### src/design/cp0Pkg.sv
/* CP0 shared definitions
   Data types, exception encodings, register numbers and field positions */
package cp0Pkg;

    typedef logic [31:0] word_t;
    typedef logic [4:0]  regAddr_t;

    // Exception requests from the pipeline
    typedef enum logic [3:0] {
        ExcIntr = 4'd0,
        ExcCpU  = 4'd1,
        ExcRI   = 4'd2,
        ExcOv   = 4'd3,
        ExcTrap = 4'd4,
        ExcSysC = 4'd5,
        ExcBp   = 4'd6,
        ExcAdE  = 4'd7,
        ExcEret = 4'd8
    } excType_t;

    // Architectural Cause.ExcCode values
    typedef enum logic [4:0] {
        CodeInt  = 5'd0,
        CodeAdEL = 5'd4,
        CodeAdES = 5'd5,
        CodeSys  = 5'd8,
        CodeBp   = 5'd9,
        CodeRI   = 5'd10,
        CodeCpU  = 5'd11,
        CodeOv   = 5'd12,
        CodeTr   = 5'd13
    } excCode_t;

    localparam regAddr_t RegBadVAddr = 5'd8;
    localparam regAddr_t RegCount    = 5'd9;
    localparam regAddr_t RegCompare  = 5'd11;
    localparam regAddr_t RegStatus   = 5'd12;
    localparam regAddr_t RegCause    = 5'd13;
    localparam regAddr_t RegEpc      = 5'd14;
    localparam regAddr_t RegPrId     = 5'd15;

    // Status fields
    localparam int StatusCu0Bit = 28;
    localparam int StatusBevBit = 22;
    localparam int StatusImHi   = 15;
    localparam int StatusImLo   = 8;
    localparam int StatusUmBit  = 4;
    localparam int StatusErlBit = 2;
    localparam int StatusExlBit = 1;
    localparam int StatusIeBit  = 0;

    // Cause fields
    localparam int CauseBdBit  = 31;
    localparam int CauseCeHi   = 29;
    localparam int CauseCeLo   = 28;
    localparam int CauseIvBit  = 23;
    localparam int CauseIpHi   = 15;
    localparam int CauseIpLo   = 8;
    localparam int CauseExcHi  = 6;
    localparam int CauseExcLo  = 2;

    localparam word_t PrIdValue        = 32'h0001_8066;
    localparam word_t StatusResetValue = 32'h0040_0004; // BEV and ERL

endpackage
### src/design/cp0Top.sv
/* CP0 top level
   Connects decode, timer, exception state and interrupt unit */
`timescale 1ns/1ps

module cp0Top #(
    parameter int HwIntCount   = 6,
    parameter int CountDivLog2 = 1
) (
    input  logic                  clk,
    input  logic                  rst,
    input  cp0Pkg::regAddr_t      regAddr_i,
    input  logic                  wrEn_i,
    input  cp0Pkg::word_t         wrData_i,
    input  logic                  excFlag_i,
    input  cp0Pkg::excType_t      excType_i,
    input  cp0Pkg::word_t         pc_i,
    input  cp0Pkg::word_t         badAddr_i,
    input  logic [1:0]            cpNum_i,
    input  logic                  excStore_i,
    input  logic                  inSlot_i,
    input  logic [HwIntCount-1:0] hwIntr_i,
    output cp0Pkg::word_t         rdData_o,
    output logic                  excIntr_o,
    output logic                  userMode_o
);

    logic          wrCount;
    logic          wrCompare;
    logic          wrStatus;
    logic          wrCause;
    logic          wrEpc;
    logic          wrBadVAddr;
    logic          timerIrq;
    cp0Pkg::word_t countValue;
    cp0Pkg::word_t compareValue;
    cp0Pkg::word_t statusWord;
    cp0Pkg::word_t causeWord;
    cp0Pkg::word_t epcValue;
    cp0Pkg::word_t badVAddrValue;
    logic [7:0]    ipBits;
    logic [1:0]    softIp;

    cp0AddrDecode uDecode (
        .regAddr_i      (regAddr_i),
        .wrEn_i         (wrEn_i),
        .excFlag_i      (excFlag_i),
        .countValue_i   (countValue),
        .compareValue_i (compareValue),
        .statusWord_i   (statusWord),
        .causeWord_i    (causeWord),
        .epcValue_i     (epcValue),
        .badVAddrValue_i(badVAddrValue),
        .wrCount_o      (wrCount),
        .wrCompare_o    (wrCompare),
        .wrStatus_o     (wrStatus),
        .wrCause_o      (wrCause),
        .wrEpc_o        (wrEpc),
        .wrBadVAddr_o   (wrBadVAddr),
        .rdData_o       (rdData_o)
    );

    cp0Timer #(
        .CountDivLog2(CountDivLog2)
    ) uTimer (
        .clk           (clk),
        .rst           (rst),
        .wrCount_i     (wrCount),
        .wrCompare_i   (wrCompare),
        .wrData_i      (wrData_i),
        .countValue_o  (countValue),
        .compareValue_o(compareValue),
        .timerIrq_o    (timerIrq)
    );

    excState uExcState (
        .clk            (clk),
        .rst            (rst),
        .wrStatus_i     (wrStatus),
        .wrCause_i      (wrCause),
        .wrEpc_i        (wrEpc),
        .wrBadVAddr_i   (wrBadVAddr),
        .wrData_i       (wrData_i),
        .excFlag_i      (excFlag_i),
        .excType_i      (excType_i),
        .pc_i           (pc_i),
        .badAddr_i      (badAddr_i),
        .cpNum_i        (cpNum_i),
        .excStore_i     (excStore_i),
        .inSlot_i       (inSlot_i),
        .ipBits_i       (ipBits),
        .statusWord_o   (statusWord),
        .causeWord_o    (causeWord),
        .epcValue_o     (epcValue),
        .badVAddrValue_o(badVAddrValue),
        .softIp_o       (softIp)
    );

    intrUnit #(
        .HwIntCount(HwIntCount)
    ) uIntr (
        .clk         (clk),
        .rst         (rst),
        .hwIntr_i    (hwIntr_i),
        .timerIrq_i  (timerIrq),
        .softIp_i    (softIp),
        .statusWord_i(statusWord),
        .ipBits_o    (ipBits),
        .excIntr_o   (excIntr_o),
        .userMode_o  (userMode_o)
    );

endmodule

### src/design/intrUnit.sv
/* CP0 interrupt unit
   Samples the interrupt lines into Cause IP and derives the interrupt and user-mode flags */
`timescale 1ns/1ps

module intrUnit #(
    parameter int HwIntCount = 6
) (
    input  logic                  clk,
    input  logic                  rst,
    input  logic [HwIntCount-1:0] hwIntr_i,
    input  logic                  timerIrq_i,
    input  logic [1:0]            softIp_i,
    input  cp0Pkg::word_t         statusWord_i,
    output logic [7:0]            ipBits_o,
    output logic                  excIntr_o,
    output logic                  userMode_o
);

    logic [5:0] hwLines;
    logic [5:0] hwIp;   // IP[7..2]
    logic       noExcErl;
    logic [7:0] imBits;

    assign hwLines = 6'(hwIntr_i);

    always_ff @(posedge clk or posedge rst) begin
        if (rst)
            hwIp <= '0;
        else
            hwIp <= {hwLines[5] | timerIrq_i, hwLines[4:0]}; // Timer shares IP7
    end

    assign ipBits_o = {hwIp, softIp_i};

    assign imBits   = statusWord_i[cp0Pkg::StatusImHi:cp0Pkg::StatusImLo];
    assign noExcErl = ~statusWord_i[cp0Pkg::StatusExlBit] & ~statusWord_i[cp0Pkg::StatusErlBit];

    assign excIntr_o  = (|(ipBits_o & imBits)) & statusWord_i[cp0Pkg::StatusIeBit] & noExcErl;
    assign userMode_o = statusWord_i[cp0Pkg::StatusUmBit] & noExcErl;

endmodule

### src/design/excState.sv
/* CP0 exception state
   Status, Cause, EPC and BadVAddr with exception entry, ERET and software writes */
`timescale 1ns/1ps

module excState (
    input  logic             clk,
    input  logic             rst,
    input  logic             wrStatus_i,
    input  logic             wrCause_i,
    input  logic             wrEpc_i,
    input  logic             wrBadVAddr_i,
    input  cp0Pkg::word_t    wrData_i,
    input  logic             excFlag_i,
    input  cp0Pkg::excType_t excType_i,
    input  cp0Pkg::word_t    pc_i,
    input  cp0Pkg::word_t    badAddr_i,
    input  logic [1:0]       cpNum_i,
    input  logic             excStore_i,
    input  logic             inSlot_i,
    input  logic [7:0]       ipBits_i,
    output cp0Pkg::word_t    statusWord_o,
    output cp0Pkg::word_t    causeWord_o,
    output cp0Pkg::word_t    epcValue_o,
    output cp0Pkg::word_t    badVAddrValue_o,
    output logic [1:0]       softIp_o
);

    logic             statusCu0;
    logic             statusBev;
    logic [7:0]       statusIm;
    logic             statusUm;
    logic             statusErl;
    logic             statusExl;
    logic             statusIe;
    logic             causeBd;
    logic [1:0]       causeCe;
    logic             causeIv;
    logic [1:0]       causeSoftIp;
    cp0Pkg::excCode_t causeExcCode;
    cp0Pkg::word_t    epc;
    cp0Pkg::word_t    badVAddr;

    always_ff @(posedge clk or posedge rst) begin
        if (rst) begin
            statusCu0    <= cp0Pkg::StatusResetValue[cp0Pkg::StatusCu0Bit];
            statusBev    <= cp0Pkg::StatusResetValue[cp0Pkg::StatusBevBit];
            statusIm     <= cp0Pkg::StatusResetValue[cp0Pkg::StatusImHi:cp0Pkg::StatusImLo];
            statusUm     <= cp0Pkg::StatusResetValue[cp0Pkg::StatusUmBit];
            statusErl    <= cp0Pkg::StatusResetValue[cp0Pkg::StatusErlBit];
            statusExl    <= cp0Pkg::StatusResetValue[cp0Pkg::StatusExlBit];
            statusIe     <= cp0Pkg::StatusResetValue[cp0Pkg::StatusIeBit];
            causeBd      <= 1'b0;
            causeCe      <= 2'b00;
            causeIv      <= 1'b0;
            causeSoftIp  <= 2'b00;
            causeExcCode <= cp0Pkg::CodeInt;
            epc          <= '0;
            badVAddr     <= '0;
        end else begin
            if (excFlag_i) begin
                if (excType_i == cp0Pkg::ExcEret) begin
                    statusExl <= 1'b0;
                end else begin
                    if (!statusExl) begin // Nested exceptions keep the first EPC
                        epc     <= inSlot_i ? pc_i - 32'd4 : pc_i;
                        causeBd <= inSlot_i;
                    end
                    statusExl <= 1'b1;
                end

                case (excType_i)
                    cp0Pkg::ExcIntr: causeExcCode <= cp0Pkg::CodeInt;
                    cp0Pkg::ExcCpU: begin
                        causeExcCode <= cp0Pkg::CodeCpU;
                        causeCe      <= cpNum_i;
                    end
                    cp0Pkg::ExcRI:   causeExcCode <= cp0Pkg::CodeRI;
                    cp0Pkg::ExcOv:   causeExcCode <= cp0Pkg::CodeOv;
                    cp0Pkg::ExcTrap: causeExcCode <= cp0Pkg::CodeTr;
                    cp0Pkg::ExcSysC: causeExcCode <= cp0Pkg::CodeSys;
                    cp0Pkg::ExcBp:   causeExcCode <= cp0Pkg::CodeBp;
                    cp0Pkg::ExcAdE: begin
                        causeExcCode <= excStore_i ? cp0Pkg::CodeAdES : cp0Pkg::CodeAdEL;
                        badVAddr     <= badAddr_i;
                    end
                    default: ; // ERET leaves ExcCode alone
                endcase
            end

            if (wrStatus_i) begin
                statusCu0 <= wrData_i[cp0Pkg::StatusCu0Bit];
                statusBev <= wrData_i[cp0Pkg::StatusBevBit];
                statusIm  <= wrData_i[cp0Pkg::StatusImHi:cp0Pkg::StatusImLo];
                statusUm  <= wrData_i[cp0Pkg::StatusUmBit];
                statusErl <= wrData_i[cp0Pkg::StatusErlBit];
                statusExl <= wrData_i[cp0Pkg::StatusExlBit];
                statusIe  <= wrData_i[cp0Pkg::StatusIeBit];
            end
            if (wrCause_i) begin
                causeIv     <= wrData_i[cp0Pkg::CauseIvBit];
                causeSoftIp <= wrData_i[cp0Pkg::CauseIpLo+1:cp0Pkg::CauseIpLo];
            end
            if (wrEpc_i)
                epc <= wrData_i;
            if (wrBadVAddr_i)
                badVAddr <= wrData_i;
        end
    end

    always_comb begin
        statusWord_o = '0;
        statusWord_o[cp0Pkg::StatusCu0Bit] = statusCu0;
        statusWord_o[cp0Pkg::StatusBevBit] = statusBev;
        statusWord_o[cp0Pkg::StatusImHi:cp0Pkg::StatusImLo] = statusIm;
        statusWord_o[cp0Pkg::StatusUmBit]  = statusUm;
        statusWord_o[cp0Pkg::StatusErlBit] = statusErl;
        statusWord_o[cp0Pkg::StatusExlBit] = statusExl;
        statusWord_o[cp0Pkg::StatusIeBit]  = statusIe;
    end

    always_comb begin
        causeWord_o = '0;
        causeWord_o[cp0Pkg::CauseBdBit] = causeBd;
        causeWord_o[cp0Pkg::CauseCeHi:cp0Pkg::CauseCeLo] = causeCe;
        causeWord_o[cp0Pkg::CauseIvBit] = causeIv;
        causeWord_o[cp0Pkg::CauseIpHi:cp0Pkg::CauseIpLo] = ipBits_i; // Soft bits come back here
        causeWord_o[cp0Pkg::CauseExcHi:cp0Pkg::CauseExcLo] = causeExcCode;
    end

    assign epcValue_o      = epc;
    assign badVAddrValue_o = badVAddr;
    assign softIp_o        = causeSoftIp;

    excBlocksWrite: assert property (
        @(posedge clk) disable iff (rst)
        excFlag_i |-> !(wrStatus_i | wrCause_i | wrEpc_i | wrBadVAddr_i)
    ) else $error("Register write strobe active during an exception");

endmodule

### src/design/cp0Timer.sv
/* CP0 Count/Compare timer
   Divided free-running Count, Compare register and timer interrupt latch */
`timescale 1ns/1ps

module cp0Timer #(
    parameter int CountDivLog2 = 1
) (
    input  logic          clk,
    input  logic          rst,
    input  logic          wrCount_i,
    input  logic          wrCompare_i,
    input  cp0Pkg::word_t wrData_i,
    output cp0Pkg::word_t countValue_o,
    output cp0Pkg::word_t compareValue_o,
    output logic          timerIrq_o
);

    localparam int CntW = 32 + CountDivLog2;

    logic [CntW-1:0] countReg; // Low bits are the prescaler
    cp0Pkg::word_t   compareReg;
    logic            timerIrq;
    logic            timerHit;

    assign countValue_o   = countReg[CntW-1 -: 32];
    assign compareValue_o = compareReg;
    assign timerIrq_o     = timerIrq;

    assign timerHit = (compareReg != '0) && (countValue_o == compareReg);

    always_ff @(posedge clk or posedge rst) begin
        if (rst) begin
            countReg   <= '0;
            compareReg <= '0;
            timerIrq   <= 1'b0;
        end else begin
            if (wrCount_i)
                countReg <= CntW'(wrData_i) << CountDivLog2; // Prescaler restarts
            else
                countReg <= countReg + 1'b1;

            if (wrCompare_i) begin
                compareReg <= wrData_i;
                timerIrq   <= 1'b0; // Acknowledge
            end else if (timerHit) begin
                timerIrq <= 1'b1;
            end
        end
    end

endmodule

### src/design/cp0AddrDecode.sv
/* CP0 register decode
   Per-register write strobes and the combinational read multiplexer */
`timescale 1ns/1ps

module cp0AddrDecode (
    input  cp0Pkg::regAddr_t regAddr_i,
    input  logic             wrEn_i,
    input  logic             excFlag_i,
    input  cp0Pkg::word_t    countValue_i,
    input  cp0Pkg::word_t    compareValue_i,
    input  cp0Pkg::word_t    statusWord_i,
    input  cp0Pkg::word_t    causeWord_i,
    input  cp0Pkg::word_t    epcValue_i,
    input  cp0Pkg::word_t    badVAddrValue_i,
    output logic             wrCount_o,
    output logic             wrCompare_o,
    output logic             wrStatus_o,
    output logic             wrCause_o,
    output logic             wrEpc_o,
    output logic             wrBadVAddr_o,
    output cp0Pkg::word_t    rdData_o
);

    logic wrOk;

    assign wrOk = wrEn_i & ~excFlag_i; // Exception drops the write

    assign wrCount_o    = wrOk && (regAddr_i == cp0Pkg::RegCount);
    assign wrCompare_o  = wrOk && (regAddr_i == cp0Pkg::RegCompare);
    assign wrStatus_o   = wrOk && (regAddr_i == cp0Pkg::RegStatus);
    assign wrCause_o    = wrOk && (regAddr_i == cp0Pkg::RegCause);
    assign wrEpc_o      = wrOk && (regAddr_i == cp0Pkg::RegEpc);
    assign wrBadVAddr_o = wrOk && (regAddr_i == cp0Pkg::RegBadVAddr);

    always_comb begin
        case (regAddr_i)
            cp0Pkg::RegBadVAddr: rdData_o = badVAddrValue_i;
            cp0Pkg::RegCount:    rdData_o = countValue_i;
            cp0Pkg::RegCompare:  rdData_o = compareValue_i;
            cp0Pkg::RegStatus:   rdData_o = statusWord_i;
            cp0Pkg::RegCause:    rdData_o = causeWord_i;
            cp0Pkg::RegEpc:      rdData_o = epcValue_i;
            cp0Pkg::RegPrId:     rdData_o = cp0Pkg::PrIdValue;
            default:             rdData_o = '0; // Unimplemented numbers
        endcase
    end

endmodule

### config.mk
export PLATFORM = sky130hd
export DESIGN_NAME = cp0Top
export DESIGN_NICKNAME = d
export VERILOG_FILES = /design/src/design/cp0Pkg.sv /design/src/design/cp0Top.sv /design/src/design/intrUnit.sv /design/src/design/excState.sv /design/src/design/cp0Timer.sv /design/src/design/cp0AddrDecode.sv
export SDC_FILE = /design/constraint.sdc
export NUM_CORES = 1
export LEC_CHECK = 0
export ABC_AREA = 1
export BUFFER_PORTS_ARGS = -buffer_cell sky130_fd_sc_hd__buf_4
export CAP_MARGIN = 5
export CORE_AREA = 2 2 160 162
export DETAILED_ROUTE_END_ITERATION = 8
export DIE_AREA = 0 0 162 164
export GPL_TIMING_DRIVEN = 0
export PLACE_DENSITY = 0.67
export SYNTH_ARGS = -nofsm -noshare
export SYNTH_HDL_FRONTEND = slang
export SYNTH_SLANG_ARGS = --single-unit
### constraint.sdc
create_clock -name clk -period 6.9 [get_ports clk]
set_input_delay 1.38 -clock clk [delete_from_list [all_inputs] [get_ports clk]]
set_output_delay 1.38 -clock clk [all_outputs]
set_load 0.05 [all_outputs]
---- After elaboration in Yosys (flattened, before gate mapping) ----
Index checks and enable logic that the tools add are counted.
storage, ports and cells
  register bits ........................... 161
operators by class
  $add $sub $neg .......................... 2
  equal/unequal tests ..................... 18
  muxes and demuxes ....................... 17
  bitwise logic cells ..................... 11
  reductions and logical operators ........ 21
operators by type and width
  operator                                                               count
  32-bit 2-to-1 mux                                                      8
  32-bit case mux with 7 select lines                                    1
  5-bit case mux with 8 select lines                                     1
  5-bit by 4-bit equality test with 1-bit output, second input constant  7
  33-bit by 1-bit adder with 33-bit output, second input constant        1
  33-bit 2-to-1 mux                                                      1
  32-bit equality test                                                   1
  32-bit nonzero test                                                    1
  32-bit by 3-bit subtractor with 32-bit output, second input constant   1
  4-bit by 3-bit equality test with 1-bit output, second input constant  4
  2-bit nonzero test                                                     5
  8-bit AND                                                              1
  4-bit by 2-bit equality test with 1-bit output, second input constant  2
  8-bit nonzero test                                                     1
  8-bit OR reduction                                                     1
  1-bit logical AND                                                      7
  1-bit 2-to-1 mux                                                       6
  2-bit AND reduction                                                    3
  3-bit AND reduction                                                    2
  1-bit AND                                                              5
  4-bit by 1-bit equality test with 1-bit output, second input constant  1
  4-bit equality test, second input constant                             1
  4-bit zero test                                                        1
  2-bit != test, second input constant                                   2
  2 further kinds                                                        5

---- Longest topological paths before layout ----
Gate-level depths: netlist (run 1).
  depth after elaboration ................. 6
  mapped depth ............................ 12

---- Modules after synthesis ----
Synthesis (run 1) repeated with hierarchy kept, for this count alone.
unflattened totals
  cell total of the unflattened synthesis .. 1721
  area, all modules ....................... 11629.9 um^2
modules (own cells, without submodules)
  module         instances  cells each  area an instance (um^2)  sequential area each (um^2)
  excState       1          680         5222.5                   2204.6
  cp0Timer       1          561         4141.5                   1651.6
  cp0AddrDecode  1          452         2018.2                   0.0
  intrUnit       1          28          247.7                    150.1

---- Least setup slack after synthesis (run 1) ----
No wires, ideal clock.
  kind .................................... in2out
  from .................................... in regAddr_i[0]
  to ...................................... out rdData_o[17]
  arrival time ............................ 3094 ps
  required time ........................... 5520 ps
  slack ................................... 2426 ps
  stages on the path ...................... 5
  path buffers ............................ 2
  cells stage by stage .................... buf_4 -> nor2_2 -> nand2_1 -> clkbuf_1 -> o21ai_0
between the ends
  cells in the longest elaborated chain, start to end .. 2
  elaborated cells between the ends (all ways) .. 8
  those cells by class .................... 7 x eq/ne; 1 x mux
ends and longest elaborated chain
  what                                            line                 text
  start, declared                                 cp0Top.sv:11         input cp0Pkg::regAddr_t regAddr_i,
  5-bit by 4-bit equality test with 1-bit output  cp0AddrDecode.sv:36  case (regAddr_i)
  32-bit case mux with 7 select lines (*)         cp0AddrDecode.sv:36
  end, declared                                   cp0Top.sv:22         output cp0Pkg::word_t rdData_o,
Mark *: on every way between the ends. The rest lies on a longest branch, timed or not.

---- Worst setup path in the final report (run 1) ----
  from .................................... in regAddr_i[2]
  to ...................................... out rdData_o[14]
Same word-level chain as after synthesis.

==> impl_metrics.env, run 1 <==
export IMPL_status="completed"
export IMPL_rsz0062_at_grt="no"
export IMPL_skew_ns=0.00580
export IMPL_cts_buffers=17
export IMPL_wl_per_cell_um=19.5
export IMPL_cp_arrival_ns=3.27
export IMPL_synth_nets=1512
export IMPL_antenna_found_initial=0
export IMPL_die_height_um=164
export IMPL_die_area_um2=26600
export IMPL_viasPerCell=5.28
export IMPL_reg2reg_from="uTimer.countReg[1]"
export IMPL_cts_setup_buffers=0
export IMPL_fin_hold_ws_ns=0.465
export IMPL_die_w_um=162
export IMPL_pin_count=153
export IMPL_p_sw_w=0.00110
export IMPL_track_usage_pct=28.3
export IMPL_utilization_pct=48.2
export IMPL_vias=10056
export IMPL_dp_cells=1873
export IMPL_finalNetCount=1683
export IMPL_drt_iter0_drc=1051
export IMPL_drt_pass1_iter_count=6
export IMPL_worstHoldEndpoint="uIntr.hwIp[5]"
export IMPL_drc=0
export IMPL_drv_slew=0
export IMPL_cts_hold_buffers=0
export IMPL_setup_violations=0
export IMPL_insertion_delay_ns=0.44
export IMPL_clockRootBuffer="clkbuf_16"
export IMPL_vdd_ir_drop_worst_mv=0.171
export IMPL_crit_start="regAddr_i[2]"
export IMPL_synth_top_cell_by_area="dfrtp_1"
export IMPL_r2r_end="uTimer.countReg[20]"
export IMPL_grt_pass1_wl_mm=56.3
export IMPL_relSlewSlack_pct=55.1
export IMPL_stdcell_count=1905
export IMPL_ys_seq_elements=160
export IMPL_clk_transition_reported_paths_ns=0.07
export IMPL_final_cell_mix="nand2_1 (447), inv_1 (204), dfrtp_1 (158), buf_4 (153), nor2_1 (108)"
export IMPL_worst_setup_path_start_kind="primary input"
export IMPL_synth_warnings=0
export IMPL_grt_pass1_vias=9867
export IMPL_finalCritPeriodShare_pct=67.4
export IMPL_htreeDepth=4
export IMPL_setup_tns_ns=0
export IMPL_grt_max_degree=112
export IMPL_hold_start="uTimer.timerIrq_o"
export IMPL_antenna_cells=0
export IMPL_switching_share_pct=36.6
export IMPL_power_density_nw_per_um2=250
export IMPL_p_seq_share_pct=43.9
export IMPL_drive_above_1_share_pct=16.4
export IMPL_worst_r2r_cell_count=10
export IMPL_yosysUniqueCellTypes=44
export IMPL_grt_overflow=0
export IMPL_layout_area_overhead_vs_synth_pct=21.9
export IMPL_crit_path_end_kind="output port"
export IMPL_fp_row_count=58
export IMPL_dpl_hpwl_mm=29.6
export IMPL_final_common_cell="nand2_1"
export IMPL_syn_area_um2=9800
export IMPL_tritoncts="done"
export IMPL_rrSetupSlack_ns=4.95
export IMPL_ant_nets=0
export IMPL_min_path_cells=1
export IMPL_timing_worst_setup_path_type="primary input to output port"
export IMPL_start_util_pct=39.5
export IMPL_ctsResizeCount=0
export IMPL_cp_data_required_time_ns=5.52
export IMPL_syn_inst=1391
export IMPL_coreArea_um2=24800
export IMPL_finalWeightedCongestion=0.931
export IMPL_drt_wl_total_mm=37.1
export IMPL_cp_max_fo=10
export IMPL_clock_power_share_pct=31.2
export IMPL_tightest_slew_ns=0.674
export IMPL_max_freq_mhz=215
export IMPL_netlist_top_cells_area="dfrtp_1 (40%), nand2_1 (17%), inv_1 (7.9%), o21ai_0 (5.1%), nor2_1 (4.1%)"
export IMPL_clock_sink_count=160
export IMPL_hp_class="flip-flop to flip-flop"
export IMPL_portBuffers=151
export IMPL_syn_avg_cell_area_um2=7.05
export IMPL_power_leakage_nw=5.83
export IMPL_p_comb_share_pct=24.9
export IMPL_synth_top_cell_area_share_pct=40.3
export IMPL_cap_violations=0
export IMPL_clockBufferDepth=2
export IMPL_ys_seq_area_share_pct=40.9
export IMPL_hold_viol_final=0
export IMPL_period_minus_slack_ns=4.65
export IMPL_cellInternalPower_w=0.00190
export IMPL_total_power_w=0.00299
logic make-up (layout without fill, tap and decap cells):
| kind of cell | count (synthesis) | after routing | share of synthesized area, % |
|---|---|---|---|
| flip-flops | 160 | 160 | 40.9 |
| multiplexers | 2 | 2 | 0.230 |
| buffers and inverters | 257 | 441 | 10.3 |
| AO/OA/AOI/OAI | 240 | 240 | 15.1 |
| AND/OR/NAND/NOR | 685 | 685 | 29.3 |
| adder cells (fa/ha/maj) | 2 | 2 | 0.255 |
| XOR/XNOR | 45 | 45 | 4.02 |
power groups by stage:
stage / sequential (W) / clock, W / combinational (W)
floorplan: 0.00126 / 0 / 0.000493
global placement: 0.00132 / 0 / 0.000720
detailed placement: 0.00132 / 0 / 0.000738
CTS: 0.00131 / 0.000935 / 0.000741
global route: 0.00133 / 0.000973 / 0.000828
finish: 0.00131 / 0.000934 / 0.000745
per-layer routing:
metal / up-vias / share of wire (%) / track usage [%]
met2: 424 / 47 / 45.7
met4: 0 / 3.3 / 10.9
met5: - / 0 / 0
li1: 4825 / - / -
met3: 61 / 7.8 / 4.52
met1: 4746 / 42 / 38.4
registers in the layout (all words and copies together), names as in the netlist:
signal	count
uExcState.causeIv	1
uExcState.statusErl	1
uExcState.causeCe	2
uExcState.epcValue_o	32
uExcState.badVAddrValue_o	32
uExcState.causeExcCode	4
uExcState.statusBev	1
uExcState.statusCu0	1
uExcState.statusIe	1
uExcState.causeBd	1
uTimer.timerIrq_o	1
uIntr.hwIp	6
uExcState.statusIm	8
uExcState.statusExl	1
uExcState.softIp_o	2
uTimer.countReg	33
uTimer.compareValue_o	32
uExcState.statusUm	1
final cells by class:
type,count,area (um2)
Sequential cell,160,4010
Tap cell,330,413
Clock inverter,15,144
Buffer,45,214
Clock buffer,17,425
Inverter,212,803
Fill cell,2556,12900
Timing Repair Buffer,152,1160
Multi-Input combinational cell,974,4780
worst max-delay path: stages:
cell,delay [ns]
buf_4,0.11
inv_1,0.04
nand2_1,0.05
nor2_2,0.15
nand3_2,0.30
inv_1,0.33
buf_2,0.33
nand2_1,0.09
o2111ai_1,0.20
buf_4,0.28
per-stage QoR:
stage | cell area (um2) | setup WS [ns]
2_1_floorplan | 9800 | 1.20
3_3_place_gp | 11300 | -0.894
3_5_place_dp | 11400 | 2.31
4_1_cts | 12000 | 2.30
5_1_grt | 12000 | 2.15
6_report | 12000 | 2.25
Yosys cell counts, drive strengths merged:
cell and count:
nor3 24, ha 2, inv 212, o21ai 112, a221oi 2, xor2 27
o2111ai 12, and3 1, o221ai 33, o21bai 3, nor2 122, a21boi 1
o211ai 16, xnor2 18, dfrtp 158, nor3b 1, a22o 1, o22ai 18
nand2 454, dfstp 2, mux2 2, a21oi 34, o32ai 3, nand3 58
nand3b 2, or2 4, or3 1, buf 33, nand4 18, clkbuf 12
a31oi 5
worst max-delay path by stage:
stage	endpoint	cells after the start
after floorplan	uExcState.badVAddrValue_o[0]	1
after detailed placement	rdData_o[13]	10
final	rdData_o[14]	10
after global routing	rdData_o[13]	10
after global placement	uExcState.epcValue_o[24]	2
after CTS	rdData_o[13]	10
No activity file was read; power rests on OpenSTA's default activity.
==> run 2: changes to the inputs <==
Clock period 6.9 ns to 4.8 ns, I/O delays scaled along.
==> impl_metrics.env, run 2 (synthesized netlist as in run 1, its figures left out) <==
export IMPL_cts_setup_buffers=0
export IMPL_ant_nets=0
export IMPL_vias=10194
export IMPL_vdd_ir_drop_worst_mv=0.238
export IMPL_period_minus_slack_ns=3.87
export IMPL_worst_setup_path_start_kind="primary input"
export IMPL_clockBufferDepth=2
export IMPL_setup_violations=0
export IMPL_htreeDepth=4
export IMPL_hold_start="uExcState.epcValue_o[5]"
export IMPL_timing_worst_setup_path_type="primary input to output port"
export IMPL_hold_viol_final=0
export IMPL_tritoncts="done"
export IMPL_utilization_pct=48.5
export IMPL_status="completed"
export IMPL_portBuffers=151
export IMPL_coreArea_um2=24800
export IMPL_cts_buffers=17
export IMPL_drt_pass1_iter_count=5
export IMPL_cts_hold_buffers=0
export IMPL_antenna_cells=0
export IMPL_grt_pass1_vias=9882
export IMPL_cap_violations=0
export IMPL_power_leakage_nw=5.87
export IMPL_cp_data_required_time_ns=3.84
export IMPL_dpl_hpwl_mm=30.1
export IMPL_die_w_um=162
export IMPL_grt_max_degree=41
export IMPL_ctsResizeCount=0
export IMPL_start_util_pct=39.5
export IMPL_track_usage_pct=28.9
export IMPL_largest_reg_flops=33
export IMPL_top_layer_used="met4"
export IMPL_regMostFlops="uTimer.countReg"
export IMPL_antenna_found_initial=0
export IMPL_finalNetCount=1686
export IMPL_grt_overflow=0
export IMPL_dr_wl_met2_mm=17.3
export IMPL_max_freq_mhz=259
export IMPL_skew_ns=0.00788
export IMPL_die_area_um2=26600
export IMPL_clockRootBuffer="clkbuf_16"
export IMPL_insertion_delay_ns=0.45
export IMPL_cp_max_fo=10
export IMPL_tightest_slew_ns=0.711
export IMPL_wl_met3_mm=2.62
export IMPL_crit_start="regAddr_i[2]"
export IMPL_pin_count=153
export IMPL_wl_per_cell_um=19.7
export IMPL_layout_area_overhead_vs_synth_pct=22.9
export IMPL_finalCritPeriodShare_pct=80.6
export IMPL_die_height_um=164
export IMPL_final_cell_mix="nand2_1 (447), inv_1 (204), dfrtp_1 (158), buf_4 (153), nor2_1 (108)"
export IMPL_drt_iter0_drc=950
export IMPL_rrSetupSlack_ns=2.84
export IMPL_grt_pass1_wl_mm=57.4
export IMPL_setup_tns_ns=0
export IMPL_wl_met1_mm=16.1
export IMPL_drt_wl_total_mm=37.5
export IMPL_drc=0
export IMPL_final_common_cell="nand2_1"
export IMPL_reg2reg_from="uTimer.countReg[1]"
export IMPL_cp_arrival_ns=2.91
export IMPL_clk_transition_reported_paths_ns=0.07
export IMPL_relSlewSlack_pct=52.5
export IMPL_nFillCells=2536
export IMPL_drv_slew=0
export IMPL_crit_path_end_kind="output port"
export IMPL_power_density_nw_per_um2=367
export IMPL_fp_row_count=58
export IMPL_rsz0062_at_grt="no"
export IMPL_clock_sink_count=160
export IMPL_drive_above_1_share_pct=16.6
export IMPL_hp_class="flip-flop to flip-flop"
export IMPL_finalWeightedCongestion=0.935
export IMPL_viasPerCell=5.34
-- run 2: where the power goes --
group / internal [W] / switching, W
clock network: 0.000794 / 0.000655
logic: 0.000404 / 0.000676
registers: 0.00163 / 0.000255
-- run 2: worst paths after layout --
kind	endpoint	cells after the start
setup reg to reg	uTimer.countReg[21]	7
setup / recovery	rdData_o[13]	10
max in group asynchronous	uExcState.statusBev	5
hold reg to reg	uExcState.epcValue_o[5]	2
min in group asynchronous	uExcState.badVAddrValue_o[4]	2
hold / removal	uExcState.epcValue_o[5]	2
-- run 2: worst max-delay path, stage by stage --
cell and delay [ns]:
buf_4 0.11, inv_1 0.05, nand2_1 0.05, nor2_2 0.17, nand3_2 0.31, inv_1 0.33, buf_2 0.35, a21oi_1 0.11
o2111ai_1 0.18, buf_4 0.28
-- run 2: cell type report --
| class | instances | area (um2) | share of cell area, % |
|---|---|---|---|
| multi-input combinational | 974 | 4780 | 39.7 |
| sequential | 160 | 4010 | 33.3 |
| timing repair buffer | 155 | 1210 | 10.1 |
| inverter | 212 | 800 | 6.64 |
| clock buffer | 17 | 425 | 3.53 |
| tap | 330 | 413 | 3.43 |
| buffer | 45 | 214 | 1.78 |
| clock inverter | 15 | 189 | 1.57 |
-- run 2: metal layers --
metal  track usage (%)  vias to the layer above
met5                 0                        -
met4              12.4                        0
met3              3.84                       83
met2              46.6                      450
met1              39.1                     4841
li1                  -                     4820
-- run 2: stage by stage --
step,power (W),instance area (um2),worst slack (ns),std cells,hold slack [ns]
floorplan,0.00252,9800,1.17,1391,0.440
global placement,0.00293,11400,0.690,1872,0.463
detailed placement,0.00296,11400,0.987,1876,0.474
CTS,0.00439,12000,0.986,1908,0.490
global route,0.00461,12000,0.847,1908,0.513
finish,0.00442,12000,0.933,1908,0.492
